[src/apb_subsystem_pkg.sv]
// APB subsystem shared types, address map and register offsets
// AHB request bundle, APB request and peripheral register map

package apb_subsystem_pkg;

  // ==========================================================================
  // Bus bundles
  // ==========================================================================

  // AHB address phase, write data follows one phase later
  typedef struct packed {
    logic [31:0] haddr;
    logic [1:0]  htrans;
    logic [2:0]  hsize;      // Byte, half or word
    logic        hwrite;
    logic        hsel;
    logic        hready_in;  // Previous transfer done on the bus
  } ahb_req_t;

  // APB request, common to every slave
  typedef struct packed {
    logic [11:0] paddr;      // Offset inside a 4 KB slot
    logic        pwrite;
    logic        penable;
    logic [31:0] pwdata;
  } apb_req_t;

  // ==========================================================================
  // Encodings
  // ==========================================================================

  localparam logic [1:0] HTRANS_IDLE   = 2'b00;
  localparam logic [1:0] HTRANS_NONSEQ = 2'b10;
  localparam logic [1:0] HTRANS_SEQ    = 2'b11;

  localparam logic [1:0] HRESP_OKAY    = 2'b00;  // Only response given

  // Slot numbers, haddr[15:12]
  localparam logic [3:0] SLOT_UART     = 4'd0;
  localparam logic [3:0] SLOT_GPIO     = 4'd2;

  // UART register offsets
  localparam logic [11:0] UART_TXDATA   = 12'h000;
  localparam logic [11:0] UART_STATUS   = 12'h004;
  localparam logic [11:0] UART_BAUD_DIV = 12'h008;

  // GPIO register offsets
  localparam logic [11:0] GPIO_DATA_OUT = 12'h000;
  localparam logic [11:0] GPIO_DIR      = 12'h004;
  localparam logic [11:0] GPIO_DATA_IN  = 12'h008;

endpackage
[src/apb_subsystem.sv]
// APB subsystem top, AHB bridge with UART transmitter and GPIO behind it

`timescale 1ns/1ps

module apb_subsystem #(
  parameter int          GPIO_WIDTH       = 16,
  parameter logic [15:0] UART_DEFAULT_DIV = 16'd16
) (
  input  logic                        tb_hclk17,
  input  logic                        hresetn17,        // Sync, active low
  input  apb_subsystem_pkg::ahb_req_t i_ahb,
  input  logic [31:0]                 i_hwdata,
  input  logic                        i_ua_ncts,
  input  logic [GPIO_WIDTH-1:0]       i_gpio_pin_in,
  output logic [31:0]                 o_hrdata,
  output logic                        o_hready,
  output logic [1:0]                  o_hresp,
  output logic                        o_ua_txd,
  output logic [GPIO_WIDTH-1:0]       o_gpio_pin_out,
  output logic [GPIO_WIDTH-1:0]       o_n_gpio_pin_oe
);

  // ==========================================================================
  // APB fabric
  // ==========================================================================

  apb_subsystem_pkg::apb_req_t apb;      // Shared request
  logic                        psel_uart;
  logic                        psel_gpio;
  logic [31:0]                 prdata_uart;
  logic [31:0]                 prdata_gpio;

  ahb2apb_bridge u_ahb2apb_bridge (
    .i_clk         (tb_hclk17),
    .i_rst_n       (hresetn17),
    .i_ahb         (i_ahb),
    .i_hwdata      (i_hwdata),
    .i_prdata_uart (prdata_uart),
    .i_prdata_gpio (prdata_gpio),
    .o_hrdata      (o_hrdata),
    .o_hready      (o_hready),
    .o_hresp       (o_hresp),
    .o_apb         (apb),
    .o_psel_uart   (psel_uart),
    .o_psel_gpio   (psel_gpio)
  );

  apb_uart_tx #(.UART_DEFAULT_DIV(UART_DEFAULT_DIV)) u_apb_uart_tx (
    .i_clk     (tb_hclk17),
    .i_rst_n   (hresetn17),
    .i_apb     (apb),
    .i_psel    (psel_uart),
    .i_ua_ncts (i_ua_ncts),
    .o_prdata  (prdata_uart),
    .o_ua_txd  (o_ua_txd)
  );

  apb_gpio #(.GPIO_WIDTH(GPIO_WIDTH)) u_apb_gpio (
    .i_clk           (tb_hclk17),
    .i_rst_n         (hresetn17),
    .i_apb           (apb),
    .i_psel          (psel_gpio),
    .i_gpio_pin_in   (i_gpio_pin_in),
    .o_prdata        (prdata_gpio),
    .o_gpio_pin_out  (o_gpio_pin_out),
    .o_n_gpio_pin_oe (o_n_gpio_pin_oe)
  );

endmodule

[src/apb_uart_tx.sv]
// APB UART transmitter, 8N1 frames with programmable bit divisor
// Clear-to-send low lets a pending byte go out

`timescale 1ns/1ps

module apb_uart_tx #(
  parameter logic [15:0] UART_DEFAULT_DIV = 16'd16
) (
  input  logic                        i_clk,
  input  logic                        i_rst_n,
  input  apb_subsystem_pkg::apb_req_t i_apb,
  input  logic                        i_psel,
  input  logic                        i_ua_ncts,     // Clear to send, active low
  output logic [31:0]                 o_prdata,
  output logic                        o_ua_txd
);

  logic [15:0] baud_div_q;   // Programmed divisor
  logic [15:0] div_act_q;    // Divisor of the frame on the wire
  logic [15:0] cnt_q;        // Cycles within current bit
  logic [3:0]  bit_idx_q;    // 0 start, 1..8 data, 9 stop
  logic [9:0]  frame_q;      // {stop, data, start}
  logic        busy_q;       // Byte pending or being sent
  logic        sending_q;    // Frame on the wire
  logic        wr_en;
  logic        bit_end;

  assign wr_en   = i_psel && i_apb.penable && i_apb.pwrite;
  assign bit_end = (cnt_q == div_act_q - 16'd1);

  // ==========================================================================
  // Register writes
  // ==========================================================================

  always_ff @(posedge i_clk) begin
    if (!i_rst_n) begin
      baud_div_q <= UART_DEFAULT_DIV;
    end else if (wr_en && i_apb.paddr == apb_subsystem_pkg::UART_BAUD_DIV) begin
      baud_div_q <= i_apb.pwdata[15:0];   // Used from the next frame
    end
  end

  // Byte latch, only while idle
  always_ff @(posedge i_clk) begin
    if (wr_en && !busy_q && i_apb.paddr == apb_subsystem_pkg::UART_TXDATA) begin
      frame_q <= {1'b1, i_apb.pwdata[7:0], 1'b0};
    end
  end

  // ==========================================================================
  // Transmit sequencer
  // ==========================================================================

  always_ff @(posedge i_clk) begin
    if (!i_rst_n) begin
      busy_q    <= 1'b0;
      sending_q <= 1'b0;
      cnt_q     <= '0;
      bit_idx_q <= '0;
      div_act_q <= UART_DEFAULT_DIV;
    end else if (!busy_q) begin
      // Writes while busy are dropped
      if (wr_en && i_apb.paddr == apb_subsystem_pkg::UART_TXDATA) begin
        busy_q <= 1'b1;
      end
    end else if (!sending_q) begin
      if (!i_ua_ncts) begin               // Start bit from this edge
        sending_q <= 1'b1;
        cnt_q     <= '0;
        bit_idx_q <= '0;
        div_act_q <= baud_div_q;          // Freeze divisor for the frame
      end
    end else if (bit_end) begin
      cnt_q <= '0;
      if (bit_idx_q == 4'd9) begin        // Stop bit done
        sending_q <= 1'b0;
        busy_q    <= 1'b0;
      end else begin
        bit_idx_q <= bit_idx_q + 4'd1;
      end
    end else begin
      cnt_q <= cnt_q + 16'd1;
    end
  end

  assign o_ua_txd = sending_q ? frame_q[bit_idx_q] : 1'b1;   // Line idles high

  // Read back
  always_comb begin
    case (i_apb.paddr)
      apb_subsystem_pkg::UART_STATUS:   o_prdata = {31'h0, busy_q};
      apb_subsystem_pkg::UART_BAUD_DIV: o_prdata = {16'h0, baud_div_q};
      default:                          o_prdata = 32'h0;   // TXDATA write only
    endcase
  end

endmodule

[src/apb_gpio.sv]
// APB GPIO with output data, direction and synchronized input registers

`timescale 1ns/1ps

module apb_gpio #(
  parameter int GPIO_WIDTH = 16
) (
  input  logic                        i_clk,
  input  logic                        i_rst_n,
  input  apb_subsystem_pkg::apb_req_t i_apb,
  input  logic                        i_psel,
  input  logic [GPIO_WIDTH-1:0]       i_gpio_pin_in,
  output logic [31:0]                 o_prdata,
  output logic [GPIO_WIDTH-1:0]       o_gpio_pin_out,
  output logic [GPIO_WIDTH-1:0]       o_n_gpio_pin_oe
);

  logic [GPIO_WIDTH-1:0] data_out_q;
  logic [GPIO_WIDTH-1:0] dir_q;        // 1 = output
  logic [GPIO_WIDTH-1:0] sync1_q;      // First sync stage
  logic [GPIO_WIDTH-1:0] sync2_q;      // Backs DATA_IN
  logic                  wr_en;

  assign wr_en = i_psel && i_apb.penable && i_apb.pwrite;  // Access cycle write

  // Control registers
  always_ff @(posedge i_clk) begin
    if (!i_rst_n) begin
      data_out_q <= '0;
      dir_q      <= '0;        // All pins inputs
    end else if (wr_en) begin
      case (i_apb.paddr)
        apb_subsystem_pkg::GPIO_DATA_OUT: data_out_q <= i_apb.pwdata[GPIO_WIDTH-1:0];
        apb_subsystem_pkg::GPIO_DIR:      dir_q      <= i_apb.pwdata[GPIO_WIDTH-1:0];
        default: ;                                 // DATA_IN read only
      endcase
    end
  end

  // Two-flop synchronizer on the pins
  always_ff @(posedge i_clk) begin
    sync1_q <= i_gpio_pin_in;
    sync2_q <= sync1_q;
  end

  // Pin drivers
  assign o_gpio_pin_out  = data_out_q;
  assign o_n_gpio_pin_oe = ~dir_q;    // Active low enable

  // Read back, zero extended
  always_comb begin
    case (i_apb.paddr)
      apb_subsystem_pkg::GPIO_DATA_OUT: o_prdata = 32'(data_out_q);
      apb_subsystem_pkg::GPIO_DIR:      o_prdata = 32'(dir_q);
      apb_subsystem_pkg::GPIO_DATA_IN:  o_prdata = 32'(sync2_q);
      default:                          o_prdata = 32'h0;
    endcase
  end

endmodule

[src/ahb2apb_bridge.sv]
// AHB-Lite to APB bridge, one 4 KB slot per peripheral
// Runs setup and access phases and returns registered read data

`timescale 1ns/1ps

module ahb2apb_bridge (
  input  logic                        i_clk,
  input  logic                        i_rst_n,
  input  apb_subsystem_pkg::ahb_req_t i_ahb,         // Address phase
  input  logic [31:0]                 i_hwdata,      // Data phase write data
  input  logic [31:0]                 i_prdata_uart,
  input  logic [31:0]                 i_prdata_gpio,
  output logic [31:0]                 o_hrdata,
  output logic                        o_hready,
  output logic [1:0]                  o_hresp,
  output apb_subsystem_pkg::apb_req_t o_apb,
  output logic                        o_psel_uart,
  output logic                        o_psel_gpio
);

  typedef enum logic [1:0] {
    ST_IDLE,
    ST_SETUP,
    ST_ACCESS
  } state_t;

  state_t      state_q;
  logic        accept;
  logic [11:0] addr_q;      // Offset within slot
  logic [3:0]  slot_q;      // Slot latched at acceptance
  logic        write_q;
  logic [31:0] pwdata_q;    // Write data held through access
  logic [31:0] hrdata_q;
  logic [31:0] prdata_mux;

  // ==========================================================================
  // Address phase acceptance
  // ==========================================================================

  // Only NONSEQ and SEQ start work, bursts run as singles
  assign accept = i_ahb.hsel && i_ahb.hready_in && o_hready &&
                  (i_ahb.htrans == apb_subsystem_pkg::HTRANS_NONSEQ ||
                   i_ahb.htrans == apb_subsystem_pkg::HTRANS_SEQ);

  // Sequencer
  always_ff @(posedge i_clk) begin
    if (!i_rst_n) begin
      state_q <= ST_IDLE;
    end else begin
      case (state_q)
        ST_IDLE:   if (accept) state_q <= ST_SETUP;
        ST_SETUP:  state_q <= ST_ACCESS;   // No wait states on APB
        ST_ACCESS: state_q <= ST_IDLE;
        default:   state_q <= ST_IDLE;
      endcase
    end
  end

  // Address, direction and slot captured with the transfer
  always_ff @(posedge i_clk) begin
    if (accept) begin
      addr_q  <= i_ahb.haddr[11:0];
      slot_q  <= i_ahb.haddr[15:12];
      write_q <= i_ahb.hwrite;
    end
  end

  // hwdata valid from the first data cycle, hold it for access
  always_ff @(posedge i_clk) begin
    if (state_q == ST_SETUP) begin
      pwdata_q <= i_hwdata;
    end
  end

  // ==========================================================================
  // APB side
  // ==========================================================================

  assign o_psel_uart = (state_q != ST_IDLE) && (slot_q == apb_subsystem_pkg::SLOT_UART);
  assign o_psel_gpio = (state_q != ST_IDLE) && (slot_q == apb_subsystem_pkg::SLOT_GPIO);

  always_comb begin
    o_apb.paddr   = addr_q;
    o_apb.pwrite  = write_q;
    o_apb.penable = (state_q == ST_ACCESS);
    // Setup cycle sees hwdata directly, access the held copy
    o_apb.pwdata  = (state_q == ST_SETUP) ? i_hwdata : pwdata_q;
  end

  // Read data by latched slot, unmapped slots read zero
  always_comb begin
    case (slot_q)
      apb_subsystem_pkg::SLOT_UART: prdata_mux = i_prdata_uart;
      apb_subsystem_pkg::SLOT_GPIO: prdata_mux = i_prdata_gpio;
      default:                      prdata_mux = 32'h0;
    endcase
  end

  // Registered at the end of access
  always_ff @(posedge i_clk) begin
    if (state_q == ST_ACCESS && !write_q) begin
      hrdata_q <= prdata_mux;
    end
  end

  // ==========================================================================
  // AHB response
  // ==========================================================================

  assign o_hready = (state_q == ST_IDLE);   // Low through setup and access
  assign o_hrdata = hrdata_q;
  assign o_hresp  = apb_subsystem_pkg::HRESP_OKAY;

endmodule

[config.mk]
export PLATFORM = sky130hd
export DESIGN_NAME = apb_subsystem
export DESIGN_NICKNAME = d
export VERILOG_FILES = /design/src/apb_subsystem_pkg.sv /design/src/apb_subsystem.sv /design/src/apb_uart_tx.sv /design/src/apb_gpio.sv /design/src/ahb2apb_bridge.sv
export SDC_FILE = /design/constraint.sdc
export NUM_CORES = 1
export LEC_CHECK = 0
export ABC_AREA = 1
export BUFFER_PORTS_ARGS = -buffer_cell sky130_fd_sc_hd__clkbuf_2
export CORE_ASPECT_RATIO = 0.8
export CORE_MARGIN = 2
export CORE_UTILIZATION = 25
export DETAILED_ROUTE_END_ITERATION = 8
export SYNTH_ARGS = -nofsm -noshare
export SYNTH_HDL_FRONTEND = slang
export SYNTH_SLANG_ARGS = --single-unit
[constraint.sdc]
create_clock -name tb_hclk17 -period 3.39 [get_ports tb_hclk17]
set_input_delay 0.678 -clock tb_hclk17 [delete_from_list [all_inputs] [get_ports tb_hclk17]]
set_output_delay 0.678 -clock tb_hclk17 [all_outputs]
set_load 0.05 [all_outputs]
* Word level (Yosys, flattened, before mapping)
Index checks and enable logic that the tools add are counted.
** Storage, ports and cells
- Flip-flop bits (word level) :: 193
- Input port bits :: 91
- Output and inout bits :: 68
** Operators by class
- Bitwise operators :: 3
- $lt $le $gt $ge :: 1
- Reductions and logical operators :: 26
- Equality and inequality tests :: 13
- Multiplexer cells :: 23
- Add/subtract/negate cells :: 3
** Operator list (count)
- 16-bit two-way mux :: 4
- 32-bit case mux with 2 select lines :: 1
- 16-bit case mux with 3 select lines :: 1
- 16-bit case mux with 2 select lines :: 1
- 16-bit by 1-bit adder with 16-bit output (second input constant) :: 1
- 16-bit equality test :: 1
- 4-bit two-way mux :: 4
- 16-bit inverter :: 1
- 16-bit by 1-bit subtractor with 16-bit output (second input constant) :: 1
- 1-bit logical AND :: 14
- 12-bit by 3-bit equality test with 1-bit output (second input constant) :: 1
- 12-bit by 4-bit equality test with 1-bit output (second input constant) :: 1
- 12-bit logical NOT :: 1
- 1-bit two-way mux :: 9
- 2-bit equality test (second input constant) :: 3
- 2-bit inequality test (second input constant) :: 3
- 2-bit AND reduction :: 3
- 4-bit by 5-bit less-than comparator with 1-bit output (second input constant) :: 1
- 4-bit by 1-bit adder with 4-bit output (second input constant) :: 1
- 1-bit binary-select mux with 4-bit select :: 1
- 4-bit by 2-bit equality test with 1-bit output (second input constant) :: 1
- 4-bit equality test (second input constant) :: 1
- 4-bit logical NOT :: 1
- 2-bit case mux with 2 select lines :: 1
- 10 further kinds :: 12

* Longest topological paths before layout
- Depth in word-level cells :: 7
- Gate-level depth with buffers :: 17

* Hierarchy
A second synthesis with hierarchy kept.
** Unflattened totals
- Cells, all modules :: 1217
- Area, all modules :: 9703.1 um2
** By module, submodules not included
- apb_uart_tx :: cells each 498, seq. area each 1321.3 um2, times used 1, area an instance 3527.1 um2
- ahb2apb_bridge :: cells each 323, seq. area each 2152.1 um2, times used 1, area an instance 3377.0 um2
- apb_gpio :: cells each 396, seq. area each 1281.2 um2, times used 1, area an instance 2798.9 um2

* Least setup slack after synthesis
No wires, ideal clock.
- Kind :: register to register
- From :: register u_ahb2apb_bridge.state_q[0]
- To :: register u_ahb2apb_bridge.addr_q[0], enable pin
- Slack :: 0.622 ns
- Stages on the path, launching flop included :: 4
- Clock period less this slack :: 2.768 ns
- Arrival :: 2.356 ns
- Required time :: 2.978 ns
- Cells stage by stage :: dfxtp_1 -> nor2_1 -> inv_1 -> nor3_1
** On the way
- Word-level cells in the longest chain between the ends :: 3
** RTL lines
- start: declaration :: line ahb2apb_bridge.sv:27 : state_t state_q;
- start signal: assignment :: line ahb2apb_bridge.sv:48 : state_q <= ST_IDLE;
- start signal: assignment :: line ahb2apb_bridge.sv:51 : ST_IDLE: if (accept) state_q <= ST_SETUP;
- start signal: assignment :: line ahb2apb_bridge.sv:52 : ST_SETUP: state_q <= ST_ACCESS;
- 2-bit logical NOT :: line ahb2apb_bridge.sv:110 : assign o_hready = (state_q == ST_IDLE);
- net o_hready :: line apb_subsystem.sv:16 : output logic o_hready,
- 1-bit logical AND (2 in series) :: line ahb2apb_bridge.sv:41 : assign accept = i_ahb.hsel && i_ahb.hready_in && o_hready &&
- net u_ahb2apb_bridge.accept :: line ahb2apb_bridge.sv:28 : logic accept;
- end signal: assignment :: line ahb2apb_bridge.sv:62 : addr_q <= i_ahb.haddr[11:0];
- end: declaration :: line ahb2apb_bridge.sv:29 : logic [11:0] addr_q;
The timed path passes the listed nets, and every way through them passes these cells.
A chain may end at the register's enable or synchronous reset.

* Worst setup path in the final report
- From :: register u_apb_uart_tx.bit_idx_q[0]
- To :: output o_ua_txd
** On the way
- Word-level cells in the longest chain between the ends :: 3
** RTL lines
- start: declaration :: line apb_uart_tx.sv:21 : logic [3:0] bit_idx_q;
- start signal: assignment :: line apb_uart_tx.sv:79 : bit_idx_q <= bit_idx_q + 4'd1;
- 1-bit binary-select mux with 4-bit select :: line apb_uart_tx.sv:86 : assign o_ua_txd = sending_q ? frame_q[bit_idx_q] : 1'b1;
- 1-bit two-way mux (not written as such) :: line apb_uart_tx.sv:86
- 1-bit two-way mux :: line apb_uart_tx.sv:86
- end: declaration :: line apb_subsystem.sv:18 : output logic o_ua_txd,
Every way passes these cells. The select of a mux whose other input is x is not followed.

==> results.yml <==
die:
  initial_utilization: 0.252
  io_pins: 159
  core_area_um2: 30200
  die_w_um: 199
  fp.dieArea_um2: 32000
  dieHeight_um: 160
  row_count: 57
route:
  wl_per_cell_um: 14.0
  ant_nets: 0
  drc: 0
  num_vias: 6089
  first_pass_iters: 5
  dr.first_iter.drc_count: 444
  routed_wl_mm: 19.4
  viasPerCell: 4.38
synthesis:
  ys_types: 49
  synthArstFlopShare: 0
  syn_area_um2: 7630
  synth_area_leaders: "dfxtp_1, edfxtp_1, o21ai_0"
  yosys-top-cells-count: "dfxtp_1, nand2_1, inv_1"
  synth_top_area_cell: "dfxtp_1"
  syn_area_per_cell_um2: 8.80
  synth_top_area_share: 0.357
  syn_inst: 867
  synth_ff_type: "dfxtp_1"
  ys_seq_elements: 177
  synth_most_common_cell: "dfxtp_1"
  seq_area_frac_synth: 0.518
  ys.warnings.count: 0
  synth_edf_count: 41
critical_path:
  crit_required_ns: 2.71
  worstSetupPathType: "flip-flop to output port"
  ff2ff_setup_slack_ns: 0.80
  cp.arrival_ns: 2.03
  crit_fanout: 10
  r2r-start: "u_ahb2apb_bridge.addr_q[7]"
  cp-start-kind: "flip-flop"
  end_kind: "output port"
  crit_path_start: "u_apb_uart_tx.bit_idx_q[0]"
sta:
  worst_pin_slew_ns: 1.01
  maxSlewHeadroom: 0.322
  hold_viol_final: 0
  period_needed_ns: 2.71
  fmax_mhz: 369
  timing.final.crit_share: 0.800
  skew_ns: 0.0110
  rsz0062_at_grt: "no"
  setup_viol: 0
  slew_viol_final: 0
  fin_setup_tns_ns: 0
clocking:
  htree_levels: 4
  cts.repair.resized: 0
  clk_pin_slew_worst_paths_ns: 0.07
  cts.sinks: 177
  cts_tree: "yes"
  cts-root-buf: "clkbuf_16"
  clk_latency_ns: 0.43
  cts_max_path_buffers: 2
  cts_hold_buf: 0
  cts_setup_buffers: 0
  numCtsBuffers: 17
grt:
  grt_start_max_net_pins: 66
  grt_overflow: 0
  grt_usage: 0.124
  grt_pass1_wl_mm: 30.8
  antenna_found_initial: 1
  grt_pass1_vias: 5764
finish:
  multi_input_area_um2: 3070
  nets: 1060
  final_core_util: 0.303
  area_growth_pct: 19.9
  register_area_um2: 3950
  diodes: 0
  fillCellCount: 3185
  layout-drive-gt1-share: 0.225
placement:
  io_buffers: 104
  hpwlAfterDp_mm: 14.3
  gp_congestion: 0.888
worst_hold_path:
  holdCritStartpoint: "u_apb_gpio.sync1_q[9]"
  hold_class: "flip-flop to flip-flop"
pwr:
  p_per_area_nw_per_um2: 497
  peakVddDrop_v: 0.000351
  p_leak_nw: 3.51
flow_run:
  maxCapViolations: 0
outcome:
  status: "finished clean"
[registers in the layout, summed over array words and instances, names as in the netlist, 8 cells and up]
name / cells
u_ahb2apb_bridge.addr_q: 12
u_ahb2apb_bridge.o_hrdata: 16
u_ahb2apb_bridge.pwdata_q: 16
u_apb_gpio.dir_q: 16
u_apb_gpio.o_gpio_pin_out: 16
u_apb_gpio.sync1_q: 16
u_apb_gpio.sync2_q: 16
u_apb_uart_tx.baud_div_q: 16
u_apb_uart_tx.cnt_q: 16
u_apb_uart_tx.div_act_q: 16
u_apb_uart_tx.frame_q: 8
[metrics by stage]
stage / setup WS (ns) / cell area, um^2 / std cells / hold slack [ns] / power, mW
floorplan: 0.622 / 7700 / 884 / 0.310 / 2.45
global placement: 0.930 / 8540 / 1359 / 0.310 / 2.54
detailed placement: 0.886 / 8540 / 1359 / 0.312 / 2.55
CTS: 0.654 / 9160 / 1391 / 0.329 / 4.59
global route: 0.480 / 9160 / 1391 / 0.323 / 4.70
finish: 0.679 / 9160 / 1391 / 0.324 / 4.55
[where the power goes]
| part | total (mW) | leakage [nW] | internal, mW | switching, mW |
|---|---|---|---|---|
| combinational | 0.253 | 1.73 | 0.0694 | 0.183 |
| sequential | 2.25 | 1.48 | 2.23 | 0.0170 |
| clock | 2.04 | 0.303 | 1.16 | 0.887 |
[worst paths after layout]
path,end,cells past startpoint
min,u_apb_gpio.sync2_q[9],0
max,o_ua_txd,8
min reg2reg,u_apb_gpio.sync2_q[9],0
max reg2reg,u_apb_gpio.o_gpio_pin_out[8],9
[area by class of cell]
class | instances | share of cell area
flip-flops and latches | 177 | 0.432
multi-input cells | 549 | 0.336
repair buffers | 114 | 0.0651
well taps | 413 | 0.0564
clock buffers | 21 | 0.0549
inverters | 106 | 0.0435
clock inverters | 11 | 0.0124
[layout by cell type, fill, tap and decap left out, types with 3 or more instances in the layout]
cell and count:
nand4_1 5, mux2_2 16, o22ai_1 5, nand2_2 17, nor2_4 3, inv_1 100, buf_4 10, xnor2_1 13
clkbuf_2 104, xor2_1 17, nand2_1 115, a21oi_1 84, nand3_1 34, dfxtp_1 136, nor2_1 55, clkinv_4 4
nand3_2 4, clkbuf_16 19, ha_1 4, nor2_2 10, nor3_2 5, inv_2 5, edfxtp_1 41, o221ai_1 12
nand3b_1 7, a21oi_2 3, conb_1 18, o21ai_0 90, nor3_1 6, nor4_1 6
[cells by family after synthesis]
family | after synthesis | synth area share
buffers and inverters | 158 | 0.0890
muxes | 16 | 0.0236
adders and majority gates | 4 | 0.00656
AOI/OAI and AO/OA | 201 | 0.144
other | 1 | 0.000491
DFF | 177 | 0.518
xor gates and xnor gates | 30 | 0.0344
and+or+nand+nor | 280 | 0.184
[critical path, stage by stage, from the launching register on]
cell and delay [ns]:
dfxtp_1 0.50, inv_1 0.17, nor2_1 0.13, nor3_1 0.06, a31oi_1 0.14, o21ai_0 0.11
a21oi_1 0.14, o21ai_0 0.11, clkbuf_2 0.25
[layer usage]
| layer | part of all wire | vias to the layer above | GRT usage |
|---|---|---|---|
| li1 | - | 3041 | - |
| met1 | 0.51 | 2864 | 0.189 |
| met2 | 0.41 | 169 | 0.174 |
| met3 | 0.067 | 15 | 0.0288 |
| met4 | 0.011 | 0 | 0.0360 |
| met5 | 0 | - | 0 |
(Power assumes the default switching activity.)
